[src/dwc_pkg.sv]
package dwc_pkg;

  // Bus widths
  localparam int addr_width   = 32;
  localparam int id_width     = 4;
  localparam int wide_width   = 64;
  localparam int narrow_width = 32;

  // Burst decision queue
  localparam int queue_depth      = 4;
  localparam int queue_addr_width = $clog2(queue_depth);

  // AXI transfer size codes
  localparam logic [2:0] size_narrow = 3'd2;
  localparam logic [2:0] size_wide   = 3'd3;

  typedef struct packed {
    logic [id_width-1:0]   id;
    logic [addr_width-1:0] addr;
    logic [7:0]            len;
    logic [2:0]            size;
    logic [1:0]            burst;
  } ax_t;

  // Low lane sits in the lower bits of the wide word
  typedef struct packed {
    logic [narrow_width-1:0] hi;
    logic [narrow_width-1:0] lo;
  } lane_pair_t;

  typedef union packed {
    logic [wide_width-1:0] word;
    lane_pair_t            lanes;
  } wide_data_u;

  typedef struct packed {
    wide_data_u              data;
    logic [wide_width/8-1:0] strb;
    logic                    last;
  } w_wide_t;

  typedef struct packed {
    logic [narrow_width-1:0]   data;
    logic [narrow_width/8-1:0] strb;
    logic                      last;
  } w_narrow_t;

  typedef struct packed {
    logic [id_width-1:0] id;
    wide_data_u          data;
    logic [1:0]          resp;
    logic                last;
  } r_wide_t;

  typedef struct packed {
    logic [id_width-1:0]     id;
    logic [narrow_width-1:0] data;
    logic [1:0]              resp;
    logic                    last;
  } r_narrow_t;

  typedef struct packed {
    logic [id_width-1:0] id;
    logic [1:0]          resp;
  } b_t;

  // Per-burst decision handed from the address path to the data path
  typedef struct packed {
    logic       split;
    logic       start_lane;
    logic [7:0] len;
  } burst_info_t;

endpackage

[src/dwc_ax_resize.sv]
`timescale 1ns/100ps

module dwc_ax_resize (
  input  logic                clk,
  input  logic                rst_n,
  input  dwc_pkg::ax_t        wide_ax,
  input  logic                wide_valid,
  output logic                wide_ready,
  output dwc_pkg::ax_t        narrow_ax,
  output logic                narrow_valid,
  input  logic                narrow_ready,
  output dwc_pkg::burst_info_t info,
  output logic                info_valid,
  input  logic                info_ready
);
  import dwc_pkg::*;

  burst_info_t               info_mem [queue_depth];
  logic [queue_addr_width:0] wr_ptr;
  logic [queue_addr_width:0] rd_ptr;
  logic                      full;
  logic                      empty;
  logic                      push;
  logic                      pop;
  logic                      split;

  assign split = (wide_ax.size == size_wide);

  // Full when the indices match but the wrap bits differ
  assign empty = (wr_ptr == rd_ptr);
  assign full  = (wr_ptr[queue_addr_width] != rd_ptr[queue_addr_width]) &&
                 (wr_ptr[queue_addr_width-1:0] == rd_ptr[queue_addr_width-1:0]);

  // Size 3 bursts become twice as many size 2 beats
  always_comb begin
    narrow_ax = wide_ax;
    if (split) begin
      narrow_ax.size = size_narrow;
      narrow_ax.len  = {wide_ax.len[6:0], 1'b1};
    end
  end

  assign narrow_valid = wide_valid && !full;
  assign wide_ready   = narrow_ready && !full;
  assign push         = wide_valid && wide_ready;

  assign info       = info_mem[rd_ptr[queue_addr_width-1:0]];
  assign info_valid = !empty;
  assign pop        = info_valid && info_ready;

  always_ff @(posedge clk) begin
    if (push) begin
      info_mem[wr_ptr[queue_addr_width-1:0]] <= '{
        split:      split,
        start_lane: wide_ax.addr[2],
        len:        wide_ax.len
      };
    end
  end

  always_ff @(posedge clk or negedge rst_n) begin
    if (!rst_n) begin
      wr_ptr <= '0;
      rd_ptr <= '0;
    end else begin
      if (push) wr_ptr <= wr_ptr + 1'b1;
      if (pop)  rd_ptr <= rd_ptr + 1'b1;
    end
  end

endmodule

[src/dwc_w_split.sv]
`timescale 1ns/100ps

module dwc_w_split (
  input  logic                 clk,
  input  logic                 rst_n,
  input  dwc_pkg::burst_info_t info,
  input  logic                 info_valid,
  output logic                 info_ready,
  input  dwc_pkg::w_wide_t     wide_w,
  input  logic                 wide_valid,
  output logic                 wide_ready,
  output dwc_pkg::w_narrow_t   narrow_w,
  output logic                 narrow_valid,
  input  logic                 narrow_ready
);

  // High half of a split beat is pending
  logic half_q;
  // Odd beat within an unsplit burst
  logic beat_odd_q;
  logic lane;
  logic use_hi;
  logic narrow_fire;
  logic wide_fire;

  assign lane   = info.start_lane ^ beat_odd_q;
  assign use_hi = info.split ? half_q : lane;

  // Stall everything until a decision is queued
  assign narrow_valid = info_valid && wide_valid;

  always_comb begin
    narrow_w.data = use_hi ? wide_w.data.lanes.hi : wide_w.data.lanes.lo;
    narrow_w.strb = use_hi ? wide_w.strb[7:4] : wide_w.strb[3:0];
    narrow_w.last = wide_w.last && (!info.split || half_q);
  end

  // Low lane of a split beat leaves the wide beat in place
  assign wide_ready = info_valid && narrow_ready && (!info.split || half_q);

  assign narrow_fire = narrow_valid && narrow_ready;
  assign wide_fire   = wide_valid && wide_ready;
  assign info_ready  = wide_fire && wide_w.last;

  always_ff @(posedge clk or negedge rst_n) begin
    if (!rst_n) begin
      half_q     <= 1'b0;
      beat_odd_q <= 1'b0;
    end else if (narrow_fire) begin
      if (info.split) begin
        half_q <= !half_q;
      end else if (wide_w.last) begin
        beat_odd_q <= 1'b0;
      end else begin
        beat_odd_q <= !beat_odd_q;
      end
    end
  end

endmodule

[src/dwc_r_merge.sv]
`timescale 1ns/100ps

module dwc_r_merge (
  input  logic                 clk,
  input  logic                 rst_n,
  input  dwc_pkg::burst_info_t info,
  input  logic                 info_valid,
  output logic                 info_ready,
  input  dwc_pkg::r_narrow_t   narrow_r,
  input  logic                 narrow_valid,
  output logic                 narrow_ready,
  output dwc_pkg::r_wide_t     wide_r,
  output logic                 wide_valid,
  input  logic                 wide_ready
);
  import dwc_pkg::*;

  // Stored low half of a split pair
  logic [narrow_width-1:0] lo_q;
  logic [1:0]              resp_q;
  logic                    full_q;
  // Wide beats delivered so far in this burst
  logic [7:0]              beat_cnt_q;
  logic                    lane;
  logic                    store;
  logic                    wide_fire;
  logic                    last_beat;

  assign lane      = info.start_lane ^ beat_cnt_q[0];
  assign last_beat = (beat_cnt_q == info.len);

  always_comb begin
    if (info.split) begin
      narrow_ready = info_valid && (!full_q || wide_ready);
      wide_valid   = info_valid && full_q && narrow_valid;
    end else begin
      narrow_ready = info_valid && wide_ready;
      wide_valid   = info_valid && narrow_valid;
    end
  end

  always_comb begin
    wide_r.id   = narrow_r.id;
    wide_r.last = narrow_r.last;
    if (info.split) begin
      wide_r.data.lanes.lo = lo_q;
      wide_r.data.lanes.hi = narrow_r.data;
      // Worse of the two response codes
      wide_r.resp = (narrow_r.resp > resp_q) ? narrow_r.resp : resp_q;
    end else begin
      wide_r.data.lanes.lo = lane ? '0 : narrow_r.data;
      wide_r.data.lanes.hi = lane ? narrow_r.data : '0;
      wide_r.resp          = narrow_r.resp;
    end
  end

  assign store      = info.split && !full_q && narrow_valid && narrow_ready;
  assign wide_fire  = wide_valid && wide_ready;
  assign info_ready = wide_fire && last_beat;

  always_ff @(posedge clk) begin
    if (store) begin
      lo_q   <= narrow_r.data;
      resp_q <= narrow_r.resp;
    end
  end

  always_ff @(posedge clk or negedge rst_n) begin
    if (!rst_n) begin
      full_q     <= 1'b0;
      beat_cnt_q <= '0;
    end else begin
      if (store) begin
        full_q <= 1'b1;
      end else if (wide_fire) begin
        full_q <= 1'b0;
      end
      if (wide_fire) begin
        beat_cnt_q <= last_beat ? '0 : beat_cnt_q + 1'b1;
      end
    end
  end

endmodule

[src/dwc_downsizer.sv]
`timescale 1ns/100ps

module dwc_downsizer (
  input  logic               clk,
  input  logic               rst_n,
  // Wide master side
  input  dwc_pkg::ax_t       s_aw,
  input  logic               s_aw_valid,
  output logic               s_aw_ready,
  input  dwc_pkg::w_wide_t   s_w,
  input  logic               s_w_valid,
  output logic               s_w_ready,
  output dwc_pkg::b_t        s_b,
  output logic               s_b_valid,
  input  logic               s_b_ready,
  input  dwc_pkg::ax_t       s_ar,
  input  logic               s_ar_valid,
  output logic               s_ar_ready,
  output dwc_pkg::r_wide_t   s_r,
  output logic               s_r_valid,
  input  logic               s_r_ready,
  // Narrow slave side
  output dwc_pkg::ax_t       m_aw,
  output logic               m_aw_valid,
  input  logic               m_aw_ready,
  output dwc_pkg::w_narrow_t m_w,
  output logic               m_w_valid,
  input  logic               m_w_ready,
  input  dwc_pkg::b_t        m_b,
  input  logic               m_b_valid,
  output logic               m_b_ready,
  output dwc_pkg::ax_t       m_ar,
  output logic               m_ar_valid,
  input  logic               m_ar_ready,
  input  dwc_pkg::r_narrow_t m_r,
  input  logic               m_r_valid,
  output logic               m_r_ready
);
  import dwc_pkg::*;

  burst_info_t aw_info;
  logic        aw_info_valid;
  logic        aw_info_ready;
  burst_info_t ar_info;
  logic        ar_info_valid;
  logic        ar_info_ready;

  // Write path
  dwc_ax_resize aw_resize_i (
    .clk          (clk),
    .rst_n        (rst_n),
    .wide_ax      (s_aw),
    .wide_valid   (s_aw_valid),
    .wide_ready   (s_aw_ready),
    .narrow_ax    (m_aw),
    .narrow_valid (m_aw_valid),
    .narrow_ready (m_aw_ready),
    .info         (aw_info),
    .info_valid   (aw_info_valid),
    .info_ready   (aw_info_ready)
  );

  dwc_w_split w_split_i (
    .clk          (clk),
    .rst_n        (rst_n),
    .info         (aw_info),
    .info_valid   (aw_info_valid),
    .info_ready   (aw_info_ready),
    .wide_w       (s_w),
    .wide_valid   (s_w_valid),
    .wide_ready   (s_w_ready),
    .narrow_w     (m_w),
    .narrow_valid (m_w_valid),
    .narrow_ready (m_w_ready)
  );

  // Read path
  dwc_ax_resize ar_resize_i (
    .clk          (clk),
    .rst_n        (rst_n),
    .wide_ax      (s_ar),
    .wide_valid   (s_ar_valid),
    .wide_ready   (s_ar_ready),
    .narrow_ax    (m_ar),
    .narrow_valid (m_ar_valid),
    .narrow_ready (m_ar_ready),
    .info         (ar_info),
    .info_valid   (ar_info_valid),
    .info_ready   (ar_info_ready)
  );

  dwc_r_merge r_merge_i (
    .clk          (clk),
    .rst_n        (rst_n),
    .info         (ar_info),
    .info_valid   (ar_info_valid),
    .info_ready   (ar_info_ready),
    .narrow_r     (m_r),
    .narrow_valid (m_r_valid),
    .narrow_ready (m_r_ready),
    .wide_r       (s_r),
    .wide_valid   (s_r_valid),
    .wide_ready   (s_r_ready)
  );

  // Write responses need no conversion
  assign s_b       = m_b;
  assign s_b_valid = m_b_valid;
  assign m_b_ready = s_b_ready;

endmodule

[config.mk]
export PLATFORM = sky130hd
export DESIGN_NAME = dwc_downsizer
export DESIGN_NICKNAME = d
export VERILOG_FILES = /design/src/dwc_pkg.sv /design/src/dwc_ax_resize.sv /design/src/dwc_w_split.sv /design/src/dwc_r_merge.sv /design/src/dwc_downsizer.sv
export SDC_FILE = /design/constraint.sdc
export NUM_CORES = 1
export LEC_CHECK = 0
export BUFFER_PORTS_ARGS = -buffer_cell sky130_fd_sc_hd__buf_2
export CAP_MARGIN = 10
export CORE_AREA = 3 3 172 174
export CTS_CLUSTER_SIZE = 20
export DETAILED_ROUTE_END_ITERATION = 10
export DIE_AREA = 0 0 175 177
export GPL_ROUTABILITY_DRIVEN = 0
export PLACE_DENSITY_LB_ADDON = 0.2
export SLEW_MARGIN = 30
export SYNTH_ARGS = -nofsm -noshare
export SYNTH_HDL_FRONTEND = slang
export SYNTH_SLANG_ARGS = --single-unit
export TNS_END_PERCENT = 50
[constraint.sdc]
create_clock -name clk -period 5.6 [get_ports clk]
set_input_delay 0 -clock clk [delete_from_list [all_inputs] [get_ports clk]]
set_output_delay 0 -clock clk [all_outputs]
set_load 0.005 [all_outputs]
; ---- Word-level counts from Yosys, hierarchy flattened
; Memories as Yosys holds them, arrays and structs flattened.
; Cells that the tools add are included.
[word_totals]
ff_bits = 57
ramBits = 80
n_memories = 2
[memory_table]
columns = memory, depth, width, read_ports, rd_clocked_by_memory_dff, write_ports, line_no
row1 = ar_resize_i.info_mem, 4, 10, 1, 0, 1, dwc_ax_resize.sv:18  ; burst_info_t info_mem [queue_depth];
row2 = aw_resize_i.info_mem, 4, 10, 1, 0, 1, dwc_ax_resize.sv:18
[classes]
bitwise_logic = 3
order_cmp = 1
reduce_logical = 40
muxes = 19
n_eq_ne = 9
add_sub_neg = 5
[ops]
columns = operator, n
row1 = 32-bit 2-to-1 mux, 3
row2 = 66-bit 2-to-1 mux, 1
row3 = 1-bit logical AND, 27
row4 = 11-bit 2-to-1 mux, 2
row5 = "3-bit by 1-bit adder with 3-bit output, second input constant", 4
row6 = 1-bit 2-to-1 mux, 10
row7 = "8-bit by 1-bit adder with 8-bit output, second input constant", 1
row8 = 8-bit == test, 1
row9 = 1-bit logical NOT, 8
row10 = 8-bit 2-to-1 mux, 1
row11 = "3-bit by 2-bit == test with 1-bit output, second input constant", 2
row12 = 3-bit == test, 2
row13 = 2-bit == test, 2
row14 = 4-bit 2-to-1 mux, 1
row15 = 2-bit AND reduction, 2
row16 = 2-bit greater-than comparator, 1
row17 = 1-bit logical OR, 2
row18 = 2-bit 2-to-1 mux, 1
row19 = 1-bit inequality test, 2
row20 = 2-bit nonzero test, 1
row21 = 1-bit bitwise XOR, 2
row22 = 1-bit inverter, 1

; ---- Logic depth before layout (Yosys ltp)
; Gate-level depths: netlist of run 1.
[logic_depth]
word_depth = 8
mapped_depth = 7

; ---- Hierarchy
; From an unflattened synthesis of run 1, not the netlist that was laid out.
[hier_totals]
cells_unflattened = 554
area_unflattened_um2 = 7773.7
[by_module_without_submodules]
columns = mod, cells_each, area_per_inst_um2, seq_area_each_um2, n_inst
row1 = dwc_r_merge, 201, 2418.6, 1246.2, 1
row2 = dwc_ax_resize (aw_resize_i), 145, 2288.4, 1351.3, 1
row3 = dwc_ax_resize (ar_resize_i), 147, 2284.7, 1351.3, 1
row4 = dwc_w_split, 53, 721.9, 50.0, 1
row5 = dwc_downsizer, 8, 60.1, 0.0, 1

; ---- Worst setup path before layout of run 1
; OpenSTA, ideal clock, no wires.
[synth_timing]
kind = reg2reg
startpoint = reg ar_resize_i.rd_ptr[0]
endpoint = reg r_merge_i.lo_q[0] (enable)
path_buffers = 0
path_stages_with_launch = 4
arrival_ns = 2.341
synth_period_minus_slack_ns = 2.767
slack_ns = 2.833
setup_ns = 0.427
path_cell_list = dfrtp_1 -> mux4_2 -> nand2b_1 -> nor2_1
[synth_via]
elab_chain_cells = 5
[synth_lines]
columns = element, line_no
row1 = "start, declared", dwc_ax_resize.sv:20  ; logic [queue_addr_width:0] rd_ptr;
row2 = "start signal, assigned", dwc_ax_resize.sv:67  ; if (pop) rd_ptr <= rd_ptr + 1'b1;
row3 = 3-bit == test, dwc_ax_resize.sv:30  ; assign empty = (wr_ptr == rd_ptr);
row4 = 1-bit logical NOT, dwc_ax_resize.sv:48  ; assign info_valid = !empty;
row5 = 1-bit logical AND (on tied branches), "dwc_r_merge.sv:37, dwc_r_merge.sv:34"
row6 = 1-bit 2-to-1 mux, dwc_r_merge.sv:33  ; if (info.split) begin
row7 = 1-bit logical AND *, dwc_r_merge.sv:57  ; assign store = info.split && !full_q && narrow_valid && narrow_ready;
row8 = named net r_merge_i.store, dwc_r_merge.sv:25  ; logic store;
row9 = "end signal, assigned", dwc_r_merge.sv:63  ; lo_q <= narrow_r.data;
row10 = "end, declared", dwc_r_merge.sv:19  ; logic [narrow_width-1:0] lo_q;
; The timed path passes the listed nets; every way through them passes the cells marked *.
; A chain may end at the register's enable or synchronous reset.

; ---- Worst setup path after layout of run 1
[layout_timing]
startpoint = reg ar_resize_i.rd_ptr[0]
endpoint = reg ar_resize_i.rd_ptr[1]
[layout_via]
elab_chain_cells = 8
[layout_lines]
columns = element
row1 = branches (longest 8 deep; another with memory 4 x 10 bit)
; Several ways; the timed one is not identified.

==> results of run 1 <==
[metal layers]
layer  share of wire (%)  wire length [µm]  up-vias
met5                   0                 0        -
met2                  47             10400      188
met3                 9.7              2150       87
met4                 4.5              1000        0
li1                    -                 -     2222
met1                  39              8700     2217
[logic make-up after synthesis]
kind of cell,synth area share (%)
xor+xnor,3.54
buf+inv,13.2
compound gates,7.09
mux,12.0
flops,49.1
simple gates,12.4
fa+ha+maj,2.83
[layout by cell type, fill, tap and decap left out, types with 8 or more instances in the layout]
cell type / count
edfxtp_1: 82
o211ai_1: 8
nand2_1: 63
and3_1: 9
clkbuf_16: 9
dlygate4sd3_1: 49
and2_1: 40
ha_1: 14
mux4_2: 12
nor2_1: 8
mux2_2: 40
inv_1: 10
a22o_1: 32
dfrtp_1: 23
xor2_1: 8
buf_2: 275
xnor2_1: 17
[sequential cells by signal, indices dropped and copies added (netlist names)]
signal and cells:
ar_resize_i.info_mem 40, r_merge_i.lo_q 32, aw_resize_i.info_mem 8, r_merge_i.beat_cnt_q 8, ar_resize_i.rd_ptr 3, ar_resize_i.wr_ptr 3, aw_resize_i.rd_ptr 3, aw_resize_i.wr_ptr 3
r_merge_i.resp_q 2, r_merge_i.full_q 1, w_split_i.beat_odd_q 1, w_split_i.half_q 1
[critical path, stage by stage, from the launching register on]
cell      delay (ns)
dfrtp_1         0.84
mux4_2          0.95
nand2b_1        0.30
nand4_1         0.47
nor3_2          0.34
mux2_1          0.35
[power by group]
group,switching [mW],internal (mW)
registers,0.102,0.977
clock network,0.297,0.400
logic,0.712,0.722
[area by class of cell]
cell class              count  share of cell area, %
flip-flops and latches    105                   37.1
well taps                 378                   5.78
diodes                      2                 0.0612
inverters                  12                  0.551
clock inverters             6                   1.27
clock buffers              10                   2.80
repair buffers            326                   23.5
multi-input cells         295                   28.9
[final timing paths]
| path | from | end | slack (ns) | cells past startpoint |
|---|---|---|---|---|
| setup / recovery | ar_resize_i.rd_ptr[0] | ar_resize_i.rd_ptr[1] | 2.23 | 5 |
| setup reg to reg | ar_resize_i.rd_ptr[0] | ar_resize_i.rd_ptr[1] | 2.23 | 5 |
| max in group asynchronous | rst_n | ar_resize_i.rd_ptr[1] | 5.02 | 2 |
| hold reg to reg | w_split_i.half_q | w_split_i.half_q | 0.47 | 1 |
| min in group asynchronous | rst_n | ar_resize_i.wr_ptr[1] | 0.17 | 2 |
| hold / removal | s_ar[34] | m_ar[34] | 0.000001 | 0 |
[timing repair]
action / CTS / global route
setup endpoints to repair: 0 / 0
endpoints found under the hold margin: 101 / 0
gates resized for setup: 0 / 0
setup buffers: 0 / 0
hold buffers: 49 / 0
==> flow_metrics.py, run 1 <==
metrics = {
    "status": {
        "status": "finished, final reports clean",
    },
    "critical_path": {
        "crit_path_end_kind": "register",
        "worst-setup-path-type": "reg2reg",
        "crit_required_ns": 5.83,
        "crit_arrival_ns": 3.60,
        "crit_fanout": 39,
        "start_kind": "register",
    },
    "finish": {
        "multi_input_area_mm2": 0.00237,
        "final_util_pct": 29.3,
        "final_nets": 991,
        "seqCellArea_mm2": 0.00304,
        "drive_gt1_share_pct": 47.1,
        "fin_area_mm2": 0.00818,
        "nFillCells": 2964,
        "instances_no_fill": 1134,
        "syn2layout_area_growth_pct": 32.1,
    },
    "timing": {
        "finalSetupViolCount": 0,
        "min_period_ns": 3.37,
        "finalHoldViolations": 0,
        "holdWs_ns": 0.00000143,
        "setup_ws_ns": 2.23,
        "worst_slew_pin_slew_ns": 0.797,
        "drv_slew": 0,
        "skew_ns": 0.00832,
        "timing.final.crit_share_pct": 60.2,
        "fin_setup_tns_ns": 0,
        "grt_setup_unrepaired": "no",
        "slew_headroom_pct": 46.9,
        "fmaxAchievable_mhz": 297,
    },
    "placed_design": {
        "port_buffers": 275,
        "dp_slack_ns": 2.14,
        "placed_cells": 1067,
        "hpwl_um": 17900,
        "dpl_cell_area_mm2": 0.00735,
    },
    "synthesis": {
        "synth_edf_count": 82,
        "ys_warn_count": 0,
        "yosys.area.top_type": "edfxtp_1",
        "yosys-top-cells-area": "edfxtp_1, buf_4, dfrtp_1, mux2_2, a22o_1",
        "synth_top_area_share_pct": 39.8,
        "syn_inst": 525,
        "synth_commonest_cells": "buf_4, edfxtp_1, nand2_1, and2_1, mux2_2",
        "synth-seq-cells": 105,
        "synth.most_common_cell": "buf_4",
        "syn_nets": 767,
        "synth_flop_cell": "edfxtp_1",
        "syn_area_mm2": 0.00619,
        "ys_types": 42,
        "async_flop_share_pct": 21.9,
        "avgSynthCellArea_um2": 11.8,
        "seq_area_frac_synth_pct": 49.1,
    },
    "floorplanning": {
        "die_y_um": 177,
        "start_util_pct": 22.2,
        "core_area_mm2": 0.0279,
        "die_w_um": 175,
        "dieArea_mm2": 0.0310,
        "row_count": 61,
        "io_pins": 450,
    },
    "clocking": {
        "cts_num_sinks": 105,
        "clk-insertion-delay-late_ns": 0.35,
        "clockBufferDepth": 2,
        "htreeDepth": 3,
        "cts-root-buf": "clkbuf_16",
        "cts_tree": "done",
        "numCtsBuffers": 9,
        "clkTransAtPathRegs_ns": 0.07,
    },
    "global_route": {
        "grt_use_met1_pct": 16.3,
        "grt_usage_pct": 13.7,
        "use_met2_pct": 21.0,
        "busiest_layer": "met2",
        "met3_usage_pct": 6.03,
        "antenna_found_initial": 7,
        "globalRouteOverflowTotal": 0,
        "grt_pass1_vias": 4847,
        "grt_max_degree": 40,
        "grt_pass1_wl_um": 31500,
    },
    "detailed_routing": {
        "wl_per_cell_um": 19.7,
        "vias_per_cell": 4.16,
        "drtAntennaViolNets": 0,
        "drc_errors": 0,
        "drt_iter0_markers": 211,
        "vias": 4714,
        "wl_um": 22300,
        "drt-pass1-iter-count": 4,
    },
    "pwr": {
        "p_total_mw": 3.21,
        "p_leak_nw": 3.60,
        "peakVddDrop_mv": 0.126,
        "power_density_mw_per_mm2": 392,
    },
    "worst_hold_path": {
        "holdCritPathClass": "in2out",
    },
    "flow_run": {
        "cap_violations": 0,
    },
}
Note: power is estimated with default switching activity, not from simulation.
==> run 2: changes to the inputs <==
--- a/config.mk
+++ b/config.mk
@@ -5,6 +5,7 @@
 export SDC_FILE = /design/constraint.sdc
 export NUM_CORES = 1
 export LEC_CHECK = 0
+export ABC_AREA = 1
 export BUFFER_PORTS_ARGS = -buffer_cell sky130_fd_sc_hd__buf_2
 export CAP_MARGIN = 10
 export CORE_AREA = 3 3 172 174
==> constraint.sdc (replaced) <==
create_clock -name clk -period 3.3 [get_ports clk]
set_input_delay 0 -clock clk [delete_from_list [all_inputs] [get_ports clk]]
set_output_delay 0 -clock clk [all_outputs]
set_load 0.005 [all_outputs]
==> run 2 against run 1 <==
Hold slack barely moved. Synthesized area rose by 7.4%. Register-to-register slack got worse by 1.3 ns. Sequential power rose by 70%. Sequential cell count did not move. Combinational power rose by 100%. Core utilization rose by 1.4 points. Via count rose by 30%. Non-clock buffer count rose by 10. Largest power group unchanged.
==> flow_metrics.py, run 2 <==
metrics = {
    "clocking": {
        "clockBufferDepth": 2,
        "cts_tree": "done",
        "cts_num_sinks": 105,
        "clk-insertion-delay-late_ns": 0.35,
        "postCtsSetupRepairBufs": 0,
        "htreeDepth": 3,
        "clkTransAtPathRegs_ns": 0.07,
        "cts-root-buf": "clkbuf_16",
        "cts-resized-gates": 0,
        "numCtsBuffers": 9,
    },
    "critical_path": {
        "crit_required_ns": 3.30,
        "r2r_slack_ns": 0.97,
        "r2r_end": "r_merge_i.lo_q[17]",
        "timing.rr.start": "ar_resize_i.rd_ptr[1]",
        "crit_fanout": 64,
        "start_kind": "register",
        "cpMostUsedCell": "inv_2",
        "reg2reg_depth": 5,
        "crit_arrival_ns": 2.90,
        "crit_path_end_kind": "output pin",
        "worstPathCellList": "inv_2 > nand3_1 > nand2_1 > inv_2 > a21oi_1 > o21ai_4 > buf_4 > o21ai_0 > buf_2",
        "worst-setup-path-type": "reg2out",
        "slowest_delay_ns": 0.74,
        "cp_slowest_cell": "dfrtp_1",
    },
    "synthesis": {
        "synth.most_common_cell": "nand2_1",
        "avgSynthCellArea_um2": 7.87,
        "synth_top_area_share_pct": 37.0,
        "synth-seq-cells": 105,
        "yosys-top-cells-area": "edfxtp_1, nand2_1, buf_4, dfrtp_1, inv_1",
        "seq_area_frac_synth_pct": 45.7,
        "synth_flop_cell": "edfxtp_1",
        "synth_edf_count": 82,
        "synth_commonest_cells": "nand2_1, inv_1, buf_4, nand3_1, edfxtp_1",
        "syn_area_mm2": 0.00665,
        "ys_warn_count": 0,
        "ys_types": 30,
        "syn_nets": 1087,
        "async_flop_share_pct": 21.9,
        "yosys.area.top_type": "edfxtp_1",
        "syn_inst": 845,
    },
    "worst_hold_path": {
        "holdCritPathClass": "in2out",
        "holdPathEnd": "m_ar[13]",
        "hold_depth": 0,
        "hold_start": "s_ar[13]",
    },
    "detailed_routing": {
        "drt-pass1-iter-count": 5,
        "wl_per_cell_um": 19.0,
        "vias_per_cell": 4.20,
        "vias": 6121,
        "drc_errors": 0,
        "wl_um": 27700,
        "drtAntennaViolNets": 0,
        "drt_iter0_markers": 331,
    },
    "timing": {
        "slew_headroom_pct": 56.8,
        "finalSetupViolCount": 0,
        "grt_setup_unrepaired": "no",
        "timing.final.crit_share_pct": 87.9,
        "drv_slew": 0,
        "worst_slew_pin_slew_ns": 0.647,
        "min_period_ns": 2.90,
        "fin_setup_tns_ns": 0,
        "setup_ws_ns": 0.400,
        "finalHoldViolations": 0,
        "fmaxAchievable_mhz": 345,
        "skew_ns": 0.00788,
    },
    "placed_design": {
        "port_buffers": 275,
        "dpl_cell_area_mm2": 0.00781,
        "hpwl_um": 22500,
        "dp_slack_ns": 0.725,
    },
    "finish": {
        "final_nets": 1315,
        "syn2layout_area_growth_pct": 28.8,
        "drive_gt1_share_pct": 29.7,
        "layout_common_cells": "nand2_1, buf_2, inv_1",
        "final_common_cell": "nand2_1",
        "largest_reg_flops": 40,
        "fin_area_mm2": 0.00857,
    },
    "pwr": {
        "power_density_mw_per_mm2": 680,
        "p_leak_nw": 4.51,
        "peakVddDrop_mv": 0.521,
    },
    "floorplanning": {
        "die_w_um": 175,
        "core_area_mm2": 0.0279,
        "start_util_pct": 23.8,
        "die_y_um": 177,
        "row_count": 61,
        "dieArea_mm2": 0.0310,
        "io_pins": 450,
    },
    "global_route": {
        "grt_max_degree": 65,
        "globalRouteOverflowTotal": 0,
        "antenna_found_initial": 13,
        "grt_usage_pct": 17.1,
        "grt_pass1_vias": 5944,
        "grt_pass1_wl_um": 39100,
    },
    "status": {
        "status": "finished, final reports clean",
    },
    "flow_run": {
        "cap_violations": 0,
    },
}
-- run 2: cell types whose count changed after synthesis, moves of 15 or more --
cell,previous run,this run
o21ai_0,5,42
nor2_1,9,24
mux2_2,40,0
and2_1,40,0
a22o_1,32,0
inv_1,10,111
nand3_1,5,83
nand2_1,63,296
-- run 2: worst max path at each step --
stage	startpoint	to	slack, ns	cells after the start
after floorplan	ar_resize_i.rd_ptr[0]	r_merge_i.lo_q[0]	0.56	5
after global placement	ar_resize_i.rd_ptr[1]	s_r[9]	0.70	9
after detailed placement	ar_resize_i.rd_ptr[1]	s_r[9]	0.72	9
after CTS	ar_resize_i.rd_ptr[1]	s_r[9]	0.33	9
after global routing	ar_resize_i.rd_ptr[1]	s_r[9]	0.13	9
final	ar_resize_i.rd_ptr[1]	s_r[25]	0.40	9
-- run 2: layout make-up --
type / instances / area (µm²)
timing repair buffer: 336 / 1950
clock inverter: 4 / 55.1
inverter: 118 / 443
sequential: 105 / 3040
clock buffer: 11 / 233
antenna: 3 / 7.51
fill: 3065 / 19400
multi-input combinational: 503 / 2370
tap: 378 / 473
-- run 2: repair_timing --
action	in CTS	in global routing
hold buffers	46	0
setup endpoints to repair	0	0
hold endpoints to repair	98	0
-- run 2: routing by layer --
metal	vias up	track usage, %	wire (µm)
met5	-	0	88
met1	2783	19.9	10700
met4	14	5.68	763
li1	3014	-	-
met3	71	7.94	2950
met2	239	28.2	13200
-- run 2: power by group --
part / leakage, nW / internal, mW / switching (mW) / total [mW]
Combinational: 3.35 / 1.06 / 1.87 / 2.93
Sequential: 1.02 / 1.67 / 0.176 / 1.84
Clock: 0.136 / 0.588 / 0.471 / 1.06
-- run 2: worst max-delay path, delay by kind of cell, from the launching register on --
family	cells	cell delay, ns
and+or+nand+nor	2	0.33
AOI/OAI and AO/OA	3	0.39
DFF	1	0.74
buffers and inverters	4	1.05
-- run 2: kinds of logic (layout without fill, tap and decap cells) --
group | count (synthesis) | in the layout | share of synthesized area (%)
AOI/OAI and AO/OA | 54 | 54 | 4.27
xor gates and xnor gates | 14 | 14 | 1.84
adders and majority gates | 14 | 14 | 2.63
buffers and inverters | 237 | 469 | 19.1
DFF | 105 | 105 | 45.7
other | 0 | 3 | 0
and+or+nand+nor | 421 | 421 | 26.5
-- run 2: stage by stage --
step / utilization (%) / hold WS (ns) / std cells / total power [mW]
2_1_floorplan: - / -0.296 / 845 / 3.49
3_3_place_gp: 28.0 / 0.0000346 / 1394 / 4.81
3_5_place_dp: 28.0 / 0.0000346 / 1394 / 4.82
4_1_cts: 30.6 / 0.0000346 / 1455 / 5.94
5_1_grt: 30.7 / 0.0000105 / 1457 / 6.32
6_report: 30.7 / 0.00000144 / 1458 / 5.83
